File: src/hdl/obuf_regs_pkg.sv
package obuf_regs_pkg;

    ////////////////////
    // Bus widths and basic types
    ////////////////////

    localparam int addr_w = 32;
    localparam int data_w = 32;
    localparam int strb_w = data_w / 8;

    typedef logic [addr_w-1:0] addr_t;
    typedef logic [data_w-1:0] data_t;
    typedef logic [strb_w-1:0] strb_t;

    localparam logic [1:0] resp_okay = 2'b00;

    // Returned for any offset outside the map
    localparam data_t unmapped_data = 32'hDEADBEEF;

    ////////////////////
    // Register map, offsets after the base address is folded out
    ////////////////////

    localparam addr_t reg_id_addr      = 32'h0000_0000;
    localparam addr_t reg_version_addr = 32'h0000_0004;
    localparam addr_t reg_reset_addr   = 32'h0000_0008;
    localparam addr_t reg_flip_addr    = 32'h0000_000C;
    localparam addr_t reg_debug_addr   = 32'h0000_0010;
    localparam addr_t reg_pktin_addr   = 32'h0000_0014;
    localparam addr_t reg_pktout_addr  = 32'h0000_0018;

    // Per-port counters start here, seven words per port
    localparam addr_t reg_port_base_addr = 32'h0000_001C;
    localparam int    counters_per_port  = 7;

    typedef enum logic [2:0] {
        pkt_stored    = 3'd0,
        bytes_stored  = 3'd1,
        pkt_removed   = 3'd2,
        bytes_removed = 3'd3,
        pkt_dropped   = 3'd4,
        bytes_dropped = 3'd5,
        pkt_in_queue  = 3'd6
    } counter_e;

    // Field order follows counter_e
    typedef struct packed {
        data_t pkt_stored;
        data_t bytes_stored;
        data_t pkt_removed;
        data_t bytes_removed;
        data_t pkt_dropped;
        data_t bytes_dropped;
        data_t pkt_in_queue;
    } port_stats_t;

    ////////////////////
    // Requests from the bus side to the register logic
    ////////////////////

    typedef struct packed {
        logic  valid;
        addr_t addr;
        data_t data;
        strb_t strb;
    } wr_req_t;

    typedef struct packed {
        logic  valid;
        addr_t addr;
    } rd_req_t;

    localparam data_t reset_default = 32'h0000_0000;
    localparam data_t flip_default  = 32'h0000_0000;
    localparam data_t debug_default = 32'h0000_0000;

endpackage

File: src/hdl/axil_write_channel.sv
`timescale 1ns/100ps

module axil_write_channel #(
    parameter obuf_regs_pkg::addr_t base_address = 32'h0000_0000
) (
    input  logic                   S_AXI_ACLK,
    input  logic                   S_AXI_ARESETN,

    // Write address and data
    input  obuf_regs_pkg::addr_t   awaddr,
    input  logic                   awvalid,
    output logic                   awready,
    input  obuf_regs_pkg::data_t   wdata,
    input  obuf_regs_pkg::strb_t   wstrb,
    input  logic                   wvalid,
    output logic                   wready,

    // Write response
    output logic [1:0]             bresp,
    output logic                   bvalid,
    input  logic                   bready,

    // To the control registers
    output obuf_regs_pkg::wr_req_t wr_req
);

    obuf_regs_pkg::addr_t awaddr_q;
    logic                 take;
    logic                 wr_fire;

    // Address and data are taken together, never one without the other
    assign take = ~awready && awvalid && wvalid;

    // Both handshakes complete in the same cycle
    assign wr_fire = awready && awvalid && wready && wvalid;

    always_ff @(posedge S_AXI_ACLK) begin
        if (!S_AXI_ARESETN) begin
            awready <= 1'b0;
            wready  <= 1'b0;
        end else begin
            awready <= take;
            wready  <= take;
        end
    end

    // Offset within the block
    always_ff @(posedge S_AXI_ACLK) begin
        if (take) begin
            awaddr_q <= awaddr ^ base_address;
        end
    end

    // One response per write, held until the master takes it
    always_ff @(posedge S_AXI_ACLK) begin
        if (!S_AXI_ARESETN) begin
            bvalid <= 1'b0;
            bresp  <= obuf_regs_pkg::resp_okay;
        end else begin
            if (wr_fire && ~bvalid) begin
                bvalid <= 1'b1;
                bresp  <= obuf_regs_pkg::resp_okay;
            end else if (bready && bvalid) begin
                bvalid <= 1'b0;
            end
        end
    end

    // Data and strobe are still held by the master during the handshake
    assign wr_req.valid = wr_fire;
    assign wr_req.addr  = awaddr_q;
    assign wr_req.data  = wdata;
    assign wr_req.strb  = wstrb;

endmodule

File: src/hdl/axil_read_channel.sv
`timescale 1ns/100ps

module axil_read_channel #(
    parameter obuf_regs_pkg::addr_t base_address = 32'h0000_0000
) (
    input  logic                   S_AXI_ACLK,
    input  logic                   S_AXI_ARESETN,

    // Read address
    input  obuf_regs_pkg::addr_t   araddr,
    input  logic                   arvalid,
    output logic                   arready,

    // Read data
    output obuf_regs_pkg::data_t   rdata,
    output logic [1:0]             rresp,
    output logic                   rvalid,
    input  logic                   rready,

    // To and from the decode logic
    output obuf_regs_pkg::rd_req_t rd_req,
    input  obuf_regs_pkg::data_t   rd_data
);

    obuf_regs_pkg::addr_t araddr_q;
    logic                 take;
    logic                 rd_fire;

    assign take = ~arready && arvalid;

    // No new request while the previous data is still waiting
    assign rd_fire = arready && arvalid && ~rvalid;

    always_ff @(posedge S_AXI_ACLK) begin
        if (!S_AXI_ARESETN) begin
            arready <= 1'b0;
        end else begin
            arready <= take;
        end
    end

    // Offset within the block
    always_ff @(posedge S_AXI_ACLK) begin
        if (take) begin
            araddr_q <= araddr ^ base_address;
        end
    end

    always_ff @(posedge S_AXI_ACLK) begin
        if (!S_AXI_ARESETN) begin
            rvalid <= 1'b0;
            rresp  <= obuf_regs_pkg::resp_okay;
        end else begin
            if (rd_fire) begin
                rvalid <= 1'b1;
                rresp  <= obuf_regs_pkg::resp_okay;
            end else if (rvalid && rready) begin
                rvalid <= 1'b0;
            end
        end
    end

    // Data stays put until the next request
    always_ff @(posedge S_AXI_ACLK) begin
        if (rd_fire) begin
            rdata <= rd_data;
        end
    end

    assign rd_req.valid = rd_fire;
    assign rd_req.addr  = araddr_q;

endmodule

File: src/hdl/obuf_ctrl_regs.sv
`timescale 1ns/100ps

module obuf_ctrl_regs (
    input  logic                   S_AXI_ACLK,
    input  logic                   S_AXI_ARESETN,
    input  obuf_regs_pkg::wr_req_t wr_req,
    output obuf_regs_pkg::data_t   reset_reg,
    output obuf_regs_pkg::data_t   cpu2ip_flip_reg,
    output obuf_regs_pkg::data_t   cpu2ip_debug_reg
);

    logic reset_hit;
    logic flip_hit;
    logic debug_hit;

    // Byte lanes with their strobe set take the new value
    function automatic obuf_regs_pkg::data_t merge_bytes(
        input obuf_regs_pkg::data_t old_val,
        input obuf_regs_pkg::data_t new_val,
        input obuf_regs_pkg::strb_t strb
    );
        obuf_regs_pkg::data_t result;
        result = old_val;
        for (int b = 0; b < obuf_regs_pkg::strb_w; b++) begin
            if (strb[b]) begin
                result[b*8 +: 8] = new_val[b*8 +: 8];
            end
        end
        return result;
    endfunction

    ////////////////////
    // Write decode
    ////////////////////

    assign reset_hit = wr_req.valid && (wr_req.addr == obuf_regs_pkg::reg_reset_addr);
    assign flip_hit  = wr_req.valid && (wr_req.addr == obuf_regs_pkg::reg_flip_addr);
    assign debug_hit = wr_req.valid && (wr_req.addr == obuf_regs_pkg::reg_debug_addr);

    always_ff @(posedge S_AXI_ACLK) begin
        if (!S_AXI_ARESETN) begin
            reset_reg        <= obuf_regs_pkg::reset_default;
            cpu2ip_flip_reg  <= obuf_regs_pkg::flip_default;
            cpu2ip_debug_reg <= obuf_regs_pkg::debug_default;
        end else begin
            // Event register, back to default one cycle after the write
            if (reset_hit) begin
                reset_reg <= merge_bytes(obuf_regs_pkg::reset_default, wr_req.data,
                                         wr_req.strb);
            end else begin
                reset_reg <= obuf_regs_pkg::reset_default;
            end

            if (flip_hit) begin
                cpu2ip_flip_reg <= merge_bytes(cpu2ip_flip_reg, wr_req.data, wr_req.strb);
            end

            if (debug_hit) begin
                cpu2ip_debug_reg <= merge_bytes(cpu2ip_debug_reg, wr_req.data, wr_req.strb);
            end
        end
    end

endmodule

File: src/hdl/obuf_stats_readback.sv
`timescale 1ns/100ps

module obuf_stats_readback #(
    parameter int num_ports = 5
) (
    input  logic                                      S_AXI_ACLK,
    input  logic                                      S_AXI_ARESETN,
    input  obuf_regs_pkg::rd_req_t                    rd_req,
    output obuf_regs_pkg::data_t                      rd_data,

    // Core side values
    input  obuf_regs_pkg::data_t                      id_reg,
    input  obuf_regs_pkg::data_t                      version_reg,
    input  obuf_regs_pkg::data_t                      ip2cpu_flip_reg,
    input  obuf_regs_pkg::data_t                      ip2cpu_debug_reg,
    input  obuf_regs_pkg::data_t                      pktin_reg,
    input  obuf_regs_pkg::data_t                      pktout_reg,
    input  obuf_regs_pkg::port_stats_t [num_ports-1:0] port_stats,

    // Clear-on-read pulses
    output logic                                      pktin_reg_clear,
    output logic                                      pktout_reg_clear,
    output logic [num_ports-1:0][obuf_regs_pkg::counters_per_port-1:0] port_stats_clear
);

    localparam int num_clears = num_ports * obuf_regs_pkg::counters_per_port + 2;

    logic [num_ports-1:0][obuf_regs_pkg::counters_per_port-1:0] port_hit;
    logic [num_clears-1:0] clear_hit;
    logic [num_clears-1:0] clear_d;
    logic [num_clears-1:0] clear_q;

    function automatic obuf_regs_pkg::data_t stat_word(
        input obuf_regs_pkg::port_stats_t s,
        input obuf_regs_pkg::counter_e    c
    );
        case (c)
            obuf_regs_pkg::pkt_stored:    return s.pkt_stored;
            obuf_regs_pkg::bytes_stored:  return s.bytes_stored;
            obuf_regs_pkg::pkt_removed:   return s.pkt_removed;
            obuf_regs_pkg::bytes_removed: return s.bytes_removed;
            obuf_regs_pkg::pkt_dropped:   return s.pkt_dropped;
            obuf_regs_pkg::bytes_dropped: return s.bytes_dropped;
            default:                      return s.pkt_in_queue;
        endcase
    endfunction

    // Offset match for every per-port counter
    always_comb begin
        for (int n = 0; n < num_ports; n++) begin
            for (int k = 0; k < obuf_regs_pkg::counters_per_port; k++) begin
                port_hit[n][k] = rd_req.addr == obuf_regs_pkg::reg_port_base_addr
                    + obuf_regs_pkg::addr_t'(4 * (n * obuf_regs_pkg::counters_per_port + k));
            end
        end
    end

    ////////////////////
    // Read mux
    ////////////////////

    always_comb begin
        case (rd_req.addr)
            obuf_regs_pkg::reg_id_addr:      rd_data = id_reg;
            obuf_regs_pkg::reg_version_addr: rd_data = version_reg;
            obuf_regs_pkg::reg_flip_addr:    rd_data = ip2cpu_flip_reg;
            obuf_regs_pkg::reg_debug_addr:   rd_data = ip2cpu_debug_reg;
            obuf_regs_pkg::reg_pktin_addr:   rd_data = pktin_reg;
            obuf_regs_pkg::reg_pktout_addr:  rd_data = pktout_reg;
            default:                         rd_data = obuf_regs_pkg::unmapped_data;
        endcase
        for (int n = 0; n < num_ports; n++) begin
            for (int k = 0; k < obuf_regs_pkg::counters_per_port; k++) begin
                if (port_hit[n][k]) begin
                    rd_data = stat_word(port_stats[n], obuf_regs_pkg::counter_e'(k));
                end
            end
        end
    end

    ////////////////////
    // Clear pipeline, two stages
    ////////////////////

    assign clear_hit = {port_hit,
                        rd_req.addr == obuf_regs_pkg::reg_pktout_addr,
                        rd_req.addr == obuf_regs_pkg::reg_pktin_addr};

    always_ff @(posedge S_AXI_ACLK) begin
        if (!S_AXI_ARESETN) begin
            clear_d <= '0;
            clear_q <= '0;
        end else begin
            clear_d <= rd_req.valid ? clear_hit : '0;
            clear_q <= clear_d;
        end
    end

    assign pktin_reg_clear  = clear_q[0];
    assign pktout_reg_clear = clear_q[1];
    assign port_stats_clear = clear_q[num_clears-1:2];

endmodule

File: src/hdl/obuf_regs_top.sv
`timescale 1ns/100ps

module obuf_regs_top #(
    parameter obuf_regs_pkg::addr_t base_address = 32'h0000_0000,
    parameter int                   num_ports    = 5
) (
    // AXI-Lite slave
    input  logic                                       S_AXI_ACLK,
    input  logic                                       S_AXI_ARESETN,
    input  obuf_regs_pkg::addr_t                       S_AXI_AWADDR,
    input  logic                                       S_AXI_AWVALID,
    output logic                                       S_AXI_AWREADY,
    input  obuf_regs_pkg::data_t                       S_AXI_WDATA,
    input  obuf_regs_pkg::strb_t                       S_AXI_WSTRB,
    input  logic                                       S_AXI_WVALID,
    output logic                                       S_AXI_WREADY,
    output logic [1:0]                                 S_AXI_BRESP,
    output logic                                       S_AXI_BVALID,
    input  logic                                       S_AXI_BREADY,
    input  obuf_regs_pkg::addr_t                       S_AXI_ARADDR,
    input  logic                                       S_AXI_ARVALID,
    output logic                                       S_AXI_ARREADY,
    output obuf_regs_pkg::data_t                       S_AXI_RDATA,
    output logic [1:0]                                 S_AXI_RRESP,
    output logic                                       S_AXI_RVALID,
    input  logic                                       S_AXI_RREADY,

    // Core side
    input  obuf_regs_pkg::data_t                       id_reg,
    input  obuf_regs_pkg::data_t                       version_reg,
    output obuf_regs_pkg::data_t                       reset_reg,
    input  obuf_regs_pkg::data_t                       ip2cpu_flip_reg,
    output obuf_regs_pkg::data_t                       cpu2ip_flip_reg,
    input  obuf_regs_pkg::data_t                       ip2cpu_debug_reg,
    output obuf_regs_pkg::data_t                       cpu2ip_debug_reg,
    input  obuf_regs_pkg::data_t                       pktin_reg,
    output logic                                       pktin_reg_clear,
    input  obuf_regs_pkg::data_t                       pktout_reg,
    output logic                                       pktout_reg_clear,
    input  obuf_regs_pkg::port_stats_t [num_ports-1:0] port_stats,
    output logic [num_ports-1:0][obuf_regs_pkg::counters_per_port-1:0] port_stats_clear
);

    obuf_regs_pkg::wr_req_t wr_req;
    obuf_regs_pkg::rd_req_t rd_req;
    obuf_regs_pkg::data_t   rd_data;

    axil_write_channel #(
        .base_address (base_address)
    ) u_write (
        .S_AXI_ACLK    (S_AXI_ACLK),
        .S_AXI_ARESETN (S_AXI_ARESETN),
        .awaddr        (S_AXI_AWADDR),
        .awvalid       (S_AXI_AWVALID),
        .awready       (S_AXI_AWREADY),
        .wdata         (S_AXI_WDATA),
        .wstrb         (S_AXI_WSTRB),
        .wvalid        (S_AXI_WVALID),
        .wready        (S_AXI_WREADY),
        .bresp         (S_AXI_BRESP),
        .bvalid        (S_AXI_BVALID),
        .bready        (S_AXI_BREADY),
        .wr_req        (wr_req)
    );

    axil_read_channel #(
        .base_address (base_address)
    ) u_read (
        .S_AXI_ACLK    (S_AXI_ACLK),
        .S_AXI_ARESETN (S_AXI_ARESETN),
        .araddr        (S_AXI_ARADDR),
        .arvalid       (S_AXI_ARVALID),
        .arready       (S_AXI_ARREADY),
        .rdata         (S_AXI_RDATA),
        .rresp         (S_AXI_RRESP),
        .rvalid        (S_AXI_RVALID),
        .rready        (S_AXI_RREADY),
        .rd_req        (rd_req),
        .rd_data       (rd_data)
    );

    obuf_ctrl_regs u_ctrl (
        .S_AXI_ACLK       (S_AXI_ACLK),
        .S_AXI_ARESETN    (S_AXI_ARESETN),
        .wr_req           (wr_req),
        .reset_reg        (reset_reg),
        .cpu2ip_flip_reg  (cpu2ip_flip_reg),
        .cpu2ip_debug_reg (cpu2ip_debug_reg)
    );

    obuf_stats_readback #(
        .num_ports (num_ports)
    ) u_stats (
        .S_AXI_ACLK       (S_AXI_ACLK),
        .S_AXI_ARESETN    (S_AXI_ARESETN),
        .rd_req           (rd_req),
        .rd_data          (rd_data),
        .id_reg           (id_reg),
        .version_reg      (version_reg),
        .ip2cpu_flip_reg  (ip2cpu_flip_reg),
        .ip2cpu_debug_reg (ip2cpu_debug_reg),
        .pktin_reg        (pktin_reg),
        .pktout_reg       (pktout_reg),
        .port_stats       (port_stats),
        .pktin_reg_clear  (pktin_reg_clear),
        .pktout_reg_clear (pktout_reg_clear),
        .port_stats_clear (port_stats_clear)
    );

endmodule

File: config.mk
export PLATFORM = sky130hd
export DESIGN_NAME = obuf_regs_top
export DESIGN_NICKNAME = d
export VERILOG_FILES = /design/src/hdl/obuf_regs_pkg.sv /design/src/hdl/axil_write_channel.sv /design/src/hdl/axil_read_channel.sv /design/src/hdl/obuf_ctrl_regs.sv /design/src/hdl/obuf_stats_readback.sv /design/src/hdl/obuf_regs_top.sv
export SDC_FILE = /design/constraint.sdc
export NUM_CORES = 1
export LEC_CHECK = 0
export BUFFER_PORTS_ARGS = -buffer_cell sky130_fd_sc_hd__buf_2
export CORE_AREA = 2 2 620 622
export CTS_CLUSTER_DIAMETER = 60
export CTS_CLUSTER_SIZE = 10
export DETAILED_ROUTE_END_ITERATION = 6
export DIE_AREA = 0 0 622 624
export PLACE_DENSITY = 0.3
export SETUP_SLACK_MARGIN = 0.15
export SLEW_MARGIN = 20
export SYNTH_ARGS = -nofsm -noshare
export SYNTH_HDL_FRONTEND = slang
export SYNTH_SLANG_ARGS = --single-unit
export TNS_END_PERCENT = 1
File: constraint.sdc
create_clock -name S_AXI_ACLK -period 3 [get_ports S_AXI_ACLK]
set_input_delay 0.6 -clock S_AXI_ACLK [delete_from_list [all_inputs] [get_ports S_AXI_ACLK]]
set_output_delay 0.6 -clock S_AXI_ACLK [all_outputs]
set_load 0.01 [all_outputs]
* Word-level counts from Yosys, hierarchy flattened
Index checks and enable logic that the tools add are counted.
** Cells by class
- Reduce and logical (&&, ||, !) cells :: 30
- Divide/modulo/power cells :: 0
- $mul :: 0
- Bitwise operators :: 4
- Add/sub/neg operators :: 0
- Mux-type cells :: 40
- Shift-type cells :: 0
- Order comparisons :: 0
- Equality and inequality tests :: 43
** Operators with widths (number)
- two-way mux 32 bit :: 35
- == test 32 x 7 -> 1 bit (second input constant) :: 16
- == test 32 x 8 -> 1 bit (second input constant) :: 10
- == test 32 x 6 -> 1 bit (second input constant) :: 8
- one-hot mux 32 bit (6 select lines) :: 1
- == test 32 x 5 -> 1 bit (second input constant) :: 5
- == test 32 x 4 -> 1 bit (second input constant) :: 3
- == test 32 x 3 -> 1 bit (second input constant) :: 1
- logical NOT 32 bit :: 1
- AND reduction 2 bit :: 9
- logical AND 1 bit :: 14
- AND reduction 3 bit :: 4
- two-way mux 1 bit :: 4
- NOT 1 bit :: 4
- nonzero test 2 bit :: 2
** Storage, ports and cells
- Register bits :: 270
- Bits in latches :: 0
- Output and inout port bits :: 174
- RAM bits :: 0
- Memories kept :: 0
- ROM bits :: 0
- Word-level logic and storage cells :: 138

* Depth between registers and ports, before layout
Gate-level depths: netlist (run 1).
- Word-level depth :: 37
- Gate-level depth with buffers :: 14
- Mapped depth without buffers :: 9

* Cells and area by module
From an unflattened synthesis (run 1), not the netlist that was laid out.
** Unflattened totals
- Cells, all modules :: 2369
- Area, all modules :: 19266.0 um^2
** By module, submodules not included
- obuf_stats_readback :: instances 1, area an instance 12274.3 um^2, cells an instance 1871
- obuf_ctrl_regs :: instances 1, area an instance 3601.0 um^2, cells an instance 339
- axil_read_channel :: instances 1, area an instance 2035.7 um^2, cells an instance 77
- axil_write_channel :: instances 1, area an instance 1355.0 um^2, cells an instance 82

* Least setup slack after synthesis (run 1)
Ideal clock, no wire load.
- Path type :: input-to-reg
- Start :: input S_AXI_ARVALID
- End :: register u_stats.clear_d[7]
- Setup slack :: 0.012 ns
- Library setup time :: 0.067 ns
- Cell stages on the path :: 5
- Data arrival time :: 2.921 ns
- Cells stage by stage :: nand2_1 nor2_1 nand2_1 clkbuf_1 nor2_1
** RTL lines
- from (decl) :: RTL line obuf_regs_top.sv:21 : input logic S_AXI_ARVALID,
- to (signal assigned) :: RTL line obuf_stats_readback.sv:94 : clear_d <= rd_req.valid ? clear_hit : '0;
- to (decl) :: RTL line obuf_stats_readback.sv:30 : logic [num_clears-1:0] clear_d;

* Worst setup path after layout (run 1)
- Start :: register u_read.araddr_q[31]
- End :: register u_read.rdata[25] (data pin)
** Between the ends
- Cells in the longest elaborated chain, start to end :: 37
- Elaborated cells between the ends (all ways) :: 77
- Classes of those cells :: eq/ne: 40; mux: 36; reduce/logical: 1
** Ends and longest elaborated chain
- from (decl) :: RTL line axil_read_channel.sv:25 : obuf_regs_pkg::addr_t araddr_q;
- from (signal assigned) :: RTL line axil_read_channel.sv:45 : araddr_q <= araddr ^ base_address;
- == test 32 x 5 -> 1 bit, or another cell as far along :: RTL line obuf_stats_readback.sv:63 : case (rd_req.addr)
- one-hot mux 32 bit (6 select lines) :: RTL line obuf_stats_readback.sv:63
- two-way mux 32 bit (34 in a row) :: RTL line obuf_stats_readback.sv:74 : if (port_hit[n][k]) begin
- two-way mux 32 bit * :: RTL line obuf_stats_readback.sv:74
- named net rd_data[25] :: RTL line obuf_regs_top.sv:46 : obuf_regs_pkg::data_t rd_data;
- to (signal assigned) :: RTL line axil_read_channel.sv:66 : rdata <= rd_data;
- to (decl) :: RTL line axil_read_channel.sv:15 : output obuf_regs_pkg::data_t rdata,
The timed path passes the listed nets; every way through them passes the cells marked *.
A chain may end at the register's enable or synchronous reset.

==> summary.md, run 1 <==
| Metric | Value |
|---|---|
| First-pass GRT wire length | 546000 microns |
| WS Path Type | flop to flop |
| Tightest Pin Transition | 1340 ps |
| Hold Slack | 86.3 ps |
| Slew margin rel. | 9.17% |
| CTS tree | done |
| Clk Latency, worst-skew pair | ~770 ps |
| Dpl hpwl | 425000 microns |
| Hold Crit Class | primary input to flop |
| Ports | 1593 |
| Starting DRT DRC Count | 3794 |
| Status | complete, but fails checks |
| Die Wd | 622 microns |
| Vias | around 38000 |
| Finished Cell Area | 48000 sq um |
| Failing checks | antenna violations, design-rule violations, negative setup slack |
| Skew final | 54.9 ps |
| Sequential area share after synthesis | 32.7% |
| GRT Util Overall | ~23% |
| DIE AREA | 388000 sq um |
| PnR Total Power | about 14 mW |
| Slowest cell on the critical path | a222oi_1 |
| Final ANT Viol Nets | 1 |
| Most common cell in the netlist | nand2_1 |
| Number of global-route vias before repair | ~37000 |
| DR vias/cell | about 3.7 |
| Peak VDD IR | 0.539 mV |
| Number of antenna violations at the first check in global routing | 599 |
| Most used cell, CP | buf_4 |
| Part of the power in registers | approximately 28% |
| Synth top cells by count | nand2_1 (263), o22ai_1 (230), nor2_1 (185) |
| Worst-case clock buffer depth | 3 |
| Cell Pwr Density | about 290 nW/um^2 |
| Max Cap Viol | 0 |
| Switch share | 32.3% |
| Distinct cells, synth | 91 |
| Worst R2R Path Depth | 16 |
| NumNets Final | 6400 |
| Worst path cell trace | nor4_2 > buf_4 > and4_4 > buf_12 > buf_12 > buf_4 > buf_4 > nand3_2 > buf_4 > nor2_4 > buf_12 > a222oi_1 > buf_4 > o21ai_0 > buf_4 > or2_2 |
| Post-synth EDFFs | 96 |
| Setup ws final | -795 ps |
| Primary FF master, synth | dfxtp_1 |
| Setup_tns | -19460 ps |
| Syn avg cell area | between 7 and 8 sq um |
| H-tree lvl count | 2 |
| Total grt overflow | 0 |
| Warnings from Yosys | 0 |
| Synth-to-Final Area Change | 147% |
| Die height | 624 microns |
| Int Power | around 9.3 mW |
| Synth area leaders | dfxtp_1 (18%), edfxtp_1 (15%), o22ai_1 (7.4%) |
| Clk slew on worst S/H paths | 60 ps |
| Core area | 381000 sq um |
| RSZ-0062 raised after global routing | yes |
| Initial Utilization | 5.10% |
| DRT Pass-1 Iters | 7 |
| WP data arrival | ~4300 ps |
| Flops & latches, synth | 270 |
| Cell Area, Synth | 19400 sq um |
| Placed cell area | 42300 sq um |
| WL per Instance | 44.9 microns |
| CP endpoint kind | flop |
| Top cell type's share of synthesized area | 17.9% |
| Leak | 20.0 nW |
| Largest net degree at the start of global routing | 58 |
| Achievable Freq | 0.264 GHz |
| Worst setup SP type | flop |
| Clock power share | around 54% |
| Input/output buffers | around 1600 |
| Final wirelength | 464000 microns |
| Tcrit/Tclk final | 126% |
| Row Count | 227 |
| Cts bufs inserted | 61 |
| P_sw | 4.45 mW |
| DRC viols | 5 |
| Required @ worst endpoint | 3510 ps |
| RD Place Congestion | a little under 1 |
| CP max stage delay | 950 ps |
| Layout cell share with drive strength beyond 1 | 61.3% |
| Hold Path Cell Cnt | 1 |
| Minimum clock period | 3790 ps |
| Largest area contributor in the netlist | dfxtp_1 |
| Biggest regs | u_stats.clear_d x37, u_stats.clear_q x37 |
| Max Slew Vio Count | 0 |
| Asr flop ratio synth | 0% |
| Critical path peak fanout | 10 |
| Final hold violation count | 0 |
| Share of power burned in combinational logic | 18.2% |
| Root Buffer | clkbuf_16 |
| Post-Synthesis Cells | 2435 |
| Final setup viols | 32 |
| Sink Count | 270 |
[kinds of logic (layout without fill, tap and decap cells)]
family | Yosys count | in the layout | share of synthesized area, %
compound gates | 1031 | 1031 | 36.9
simple gates | 878 | 879 | 23.8
flops | 270 | 270 | 32.7
buf+inv | 234 | 2826 | 5.40
mux | 20 | 20 | 1.12
other cells | 1 | 263 | 0.0193
xor+xnor | 1 | 1 | 0.0451
[power groups by stage]
stage	logic, mW	clock network [mW]	registers [mW]
final	2.51	7.39	3.88
after global routing	2.58	7.82	3.88
after CTS	2.50	7.70	3.88
after detailed placement	2.37	0	3.95
after global placement	2.37	0	3.95
after floorplan	0.311	0	3.94
[metrics by stage]
stage | cells | util (%) | setup WS [ps]
after floorplan | 2438 | - | 78.4
after global placement | 9846 | 11.1 | -2560
after detailed placement | 9851 | 11.1 | -2020
after CTS | 10000 | 12.2 | -814
after global routing | 10200 | 12.5 | -794
final | 10300 | 12.6 | -795
[worst paths after layout]
| kind | start | slack, ps | endpoint |
|---|---|---|---|
| hold / removal | S_AXI_ARADDR[18] | 90 | u_read.araddr_q[18] |
| hold reg to reg | u_stats.clear_d[25] | 430 | u_stats.clear_q[25] |
| setup / recovery | u_read.araddr_q[31] | -790 | u_read.rdata[25] |
| setup reg to reg | u_read.araddr_q[31] | -790 | u_read.rdata[25] |
[routing by layer]
metal,track usage [%],share of wire (%),up-vias
li1,-,-,15200
met1,25.8,37,18900
met2,39.2,47,2580
met3,8.98,10,1048
met4,7.87,4.4,326
met5,0,0.46,-
[placed cells by master (no fill, tap or decap), types with 16 or more instances in the layout]
cell type,count
o21ai_1,23
a21oi_2,16
and3_1,46
o22ai_1,203
a22oi_1,82
o22a_1,25
nand3_1,32
a222oi_1,19
o22ai_2,20
a21oi_1,122
clkbuf_16,64
nor4_1,23
o221ai_1,52
diode_2,259
o21ai_0,103
nand4_1,51
buf_6,63
nor3_1,50
a221oi_1,40
nor2_2,16
nand2_1,250
buf_12,148
inv_6,16
a22o_1,19
o211ai_1,29
nor4_4,20
dlygate4sd3_1,46
nor4_2,21
buf_2,1588
edfxtp_1,96
and2_1,46
a21boi_0,65
nor2_1,160
buf_4,847
dfxtp_1,174
[area by class of cell]
type / count / area, sq um
Inverter: 10 / 37.5
Clock inverter: 44 / 509
Multi-Input combinational cell: 1935 / 13900
Timing Repair Buffer: 2703 / 18600
Sequential cell: 270 / 6370
Tap cell: 5038 / 6300
Antenna cell: 259 / 648
Fill cell: 44400 / 333000
Clock buffer: 69 / 1640
[critical path, delay by kind of cell (launching register included)]
kind	cells	cell delay, ps
AOI/OAI and AO/OA	2	1060
and+or+nand+nor	5	680
DFF	1	350
buffers and inverters	9	1400
[timing repair]
action                                  in CTS  in global routing
endpoints found under the setup margin      42                 52
hold buffers                                46                  0
resized for setup                          257                157
pin swaps                                   69                 60
hold endpoints to repair                    46                  0
gates cloned                                 3                  0
setup buffers                               34                 23
Note: power is estimated with default switching activity, not from simulation.
==> inputs of run 2 (changes only) <==
--- a/config.mk
+++ b/config.mk
@@ -11,10 +11,10 @@
 export CTS_CLUSTER_SIZE = 10
 export DETAILED_ROUTE_END_ITERATION = 6
 export DIE_AREA = 0 0 622 624
+export HOLD_SLACK_MARGIN = 0.05
 export PLACE_DENSITY = 0.3
 export SETUP_SLACK_MARGIN = 0.15
 export SLEW_MARGIN = 20
 export SYNTH_ARGS = -nofsm -noshare
 export SYNTH_HDL_FRONTEND = slang
 export SYNTH_SLANG_ARGS = --single-unit
-export TNS_END_PERCENT = 1
==> run 2 against run 1 <==
Non-clock buffer count rose by 131; critical path depth is 1 lower; final area is 7.9% higher; die area stayed put; via count grew 2.2%; critical path type unchanged; the run ends with design-rule violations, negative setup slack left; maximum frequency increased by 3.4%; routed wire length fell by 0.38%; core utilization is 1.0 points higher.
==> summary.md, run 2 (synthesis results as in run 1) <==
| Metric | Value |
|---|---|
| Commonest non-fill, non-tap cells in the layout | buf_2 (1587), buf_4 (836), nand2_1 (240) |
| Status | complete, but fails checks |
| First-pass GRT wire length | 543000 microns (-0.53%) |
| Required @ worst endpoint | 3530 ps (+20 ps) |
| Hold Slack | 145 ps (+58.7 ps) |
| Layout cell share with drive strength beyond 1 | 65.7% (+4.5 points) |
| Sink Count | 270 (unchanged) |
| Worst-case clock buffer depth | 3 (unchanged) |
| Input/output buffers | 1588 (unchanged) |
| WL per Instance | 44.2 microns (-1.7%) |
| Cell Pwr Density | 263 nW/um^2 (-8.3%) |
| Dpl hpwl | 420000 microns (-1.2%) |
| Achievable Freq | 0.272 GHz (+3.4%) |
| Clk Latency, worst-skew pair | 770 ps (about the same) |
| Layout fillers | 44100 (-0.55%) |
| RSZ-0062 raised after global routing | yes |
| Reg-to-reg startpoint | u_read.araddr_q[12] |
| Commonest non-fill, non-tap cell in the layout | buf_2 |
| H-tree lvl count | 2 (unchanged) |
| Final setup viols | 32 (unchanged) |
| GRT Util Overall | 22.7% (-0.20 points) |
| Number of antenna violations at the first check in global routing | 613 (+2.3%) |
| Worst R2R Path Depth | 15 (-1) |
| Finished Cell Area | 51800 sq um (+7.9%) |
| Hold Path Cell Cnt | 1 (unchanged) |
| Setup ws final | -672 ps (+123 ps) |
| Skew final | 64.1 ps (+9.24 ps) |
| Minimum clock period | 3670 ps (-123 ps) |
| Worst setup SP type | flop |
| Max Cap Viol | 0 (unchanged) |
| Final wirelength | 462000 microns (-0.38%) |
| Min-Delay Endpoint | u_read.araddr_q[1] |
| Starting DRT DRC Count | 3902 (+2.8%) |
| Row Count | 227 (unchanged) |
| DRT Pass-1 Iters | 7 (unchanged) |
| Final ANT Viol Nets | 0 (-1) |
| Slew margin rel. | 25.7% (+16 points) |
| Synth-to-Final Area Change | 167% |
| Placed cell area | 42200 sq um (-0.17%) |
| Total grt overflow | 0 (unchanged) |
| Biggest regs | u_stats.clear_d x37, u_stats.clear_q x37 |
| Min-delay src | S_AXI_ARADDR[1] |
| Number of global-route vias before repair | 37300 (+1.4%) |
| Setup WS pre-CTS | -1850 ps (+178 ps) |
| CTS tree | done |
| CP endpoint kind | flop |
| Die Wd | 622 microns (unchanged) |
| Tcrit/Tclk final | 122% (-4.1 points) |
| FF+latch area | 6370 sq um (unchanged) |
| Critical path peak fanout | 5 (-5) |
| Cts bufs inserted | 61 (unchanged) |
| RD Place Congestion | 0.993 (+1.7%) |
| DRC viols | 2 (-3) |
| Reg-to-Reg End | u_read.rdata[26] |
| WS Path Type | flop to flop |
| NumNets Final | 6530 (+2.0%) |
| Tightest Pin Transition | 1110 ps (-226 ps) |
| Die height | 624 microns (unchanged) |
| Root Buffer | clkbuf_16 |
| Largest net degree at the start of global routing | 56 (-3.4%) |
| Final hold violation count | 0 (unchanged) |
| Clk slew on worst S/H paths | 50 ps (about the same) |
| WP data arrival | 4200 ps (-110 ps) |
| Core area | 381000 sq um (unchanged) |
| Failing checks | design-rule violations, negative setup slack |
| Initial Utilization | 5.10% (unchanged) |
| Max Slew Vio Count | 0 (unchanged) |
| Leak | 21.5 nW (+7.2%) |
| Ports | 1593 (unchanged) |
| DIE AREA | 388000 sq um (unchanged) |
| Peak VDD IR | 0.438 mV (-19%) |
| Vias | 38900 (+2.2%) |
| Multi-input combinational cell area | 15700 sq um (+13%) |
| R2r setup slk | -670 ps (+120 ps) |
| Hold Crit Class | primary input to flop |
| DR vias/cell | 3.72 (+0.90%) |
==> run 2: cell count changes in the layout (fill, tap and decap cells not counted), moves of 12 or more <==
| cell | change |
|---|---|
| o221ai_1 | -15 |
| o22ai_1 | -42 |
| nor2_1 | -16 |
| dlygate4sd3_1 | +12 |
| o22ai_2 | +17 |
| o22ai_4 | +25 |
| a21oi_1 | -19 |
| nor3_1 | -13 |
| buf_8 | +27 |
| buf_6 | +67 |
| o21ai_0 | -30 |
| buf_12 | +27 |
| o21ai_2 | +17 |
| a21oi_2 | +15 |
==> run 2: layout make-up <==
type                            count  share of cell area [%]
Antenna cell                      268                    1.29
Clock buffer                       69                    3.08
Clock inverter                     43                   0.968
Inverter                           10                  0.0796
Multi-Input combinational cell   1934                    30.3
Sequential cell                   270                    12.3
Tap cell                         5038                    12.2
Timing Repair Buffer             2834                    39.8
==> run 2: worst max-delay path by stage <==
stage,from,to,depth (start not counted)
finish,u_read.araddr_q[12],u_read.rdata[26],15
global route,u_read.araddr_q[20],u_read.rdata[5],11
CTS,u_read.araddr_q[17],u_read.rdata[31],13
detailed placement,u_read.araddr_q[23],u_read.rdata[21],13
global placement,u_read.araddr_q[20],u_read.rdata[21],13
floorplan,u_read.araddr_q[7],u_read.rdata[5],11
==> run 2: per-stage QoR <==
| step | utilization [%] | instances | total power [mW] | TNS, ps |
|---|---|---|---|---|
| floorplan | - | 2438 | 4.25 | 0 |
| global placement | 11.1 | 9836 | 6.20 | -45960 |
| detailed placement | 11.1 | 9836 | 6.18 | -41010 |
| CTS | 12.8 | 10100 | 13.9 | -15580 |
| global route | 13.5 | 10400 | 14.1 | -18370 |
| finish | 13.6 | 10500 | 13.6 | -16130 |
==> run 2: metal layers <==
metal / share of wire, % / track usage, %
met1: 38 / 25.6
met2: 46 / 37.9
met3: 10 / 9.28
met4: 5.4 / 9.26
met5: 0.43 / 0
==> run 2: report_power, final <==
part / internal, mW / switching, mW
Clock: 4.45 / 2.82
Combinational: 1.08 / 1.40
Sequential: 3.85 / 0.0382
==> run 2: worst max-delay path, stage by stage, from the launching register on <==
cell and delay, ps:
edfxtp_1 390, buf_4 150, or4_4 550, nor2_4 130, buf_12 150, buf_12 120, buf_12 130, buf_12 100
nand4_1 200, buf_12 230, buf_6 130, buf_4 170, o211ai_1 390, or4_4 230, nand3_4 120, a31o_4 280
==> run 2: what timing repair did <==
item / 4_1_cts / 5_1_grt
gates resized for setup: 601 / 325
endpoints found under the setup margin: 41 / 53
hold buffers: 58 / 0
hold endpoints to repair: 59 / 0
gates cloned: 3 / 5
buffers inserted: 110 / 74
pin swaps: 162 / 170
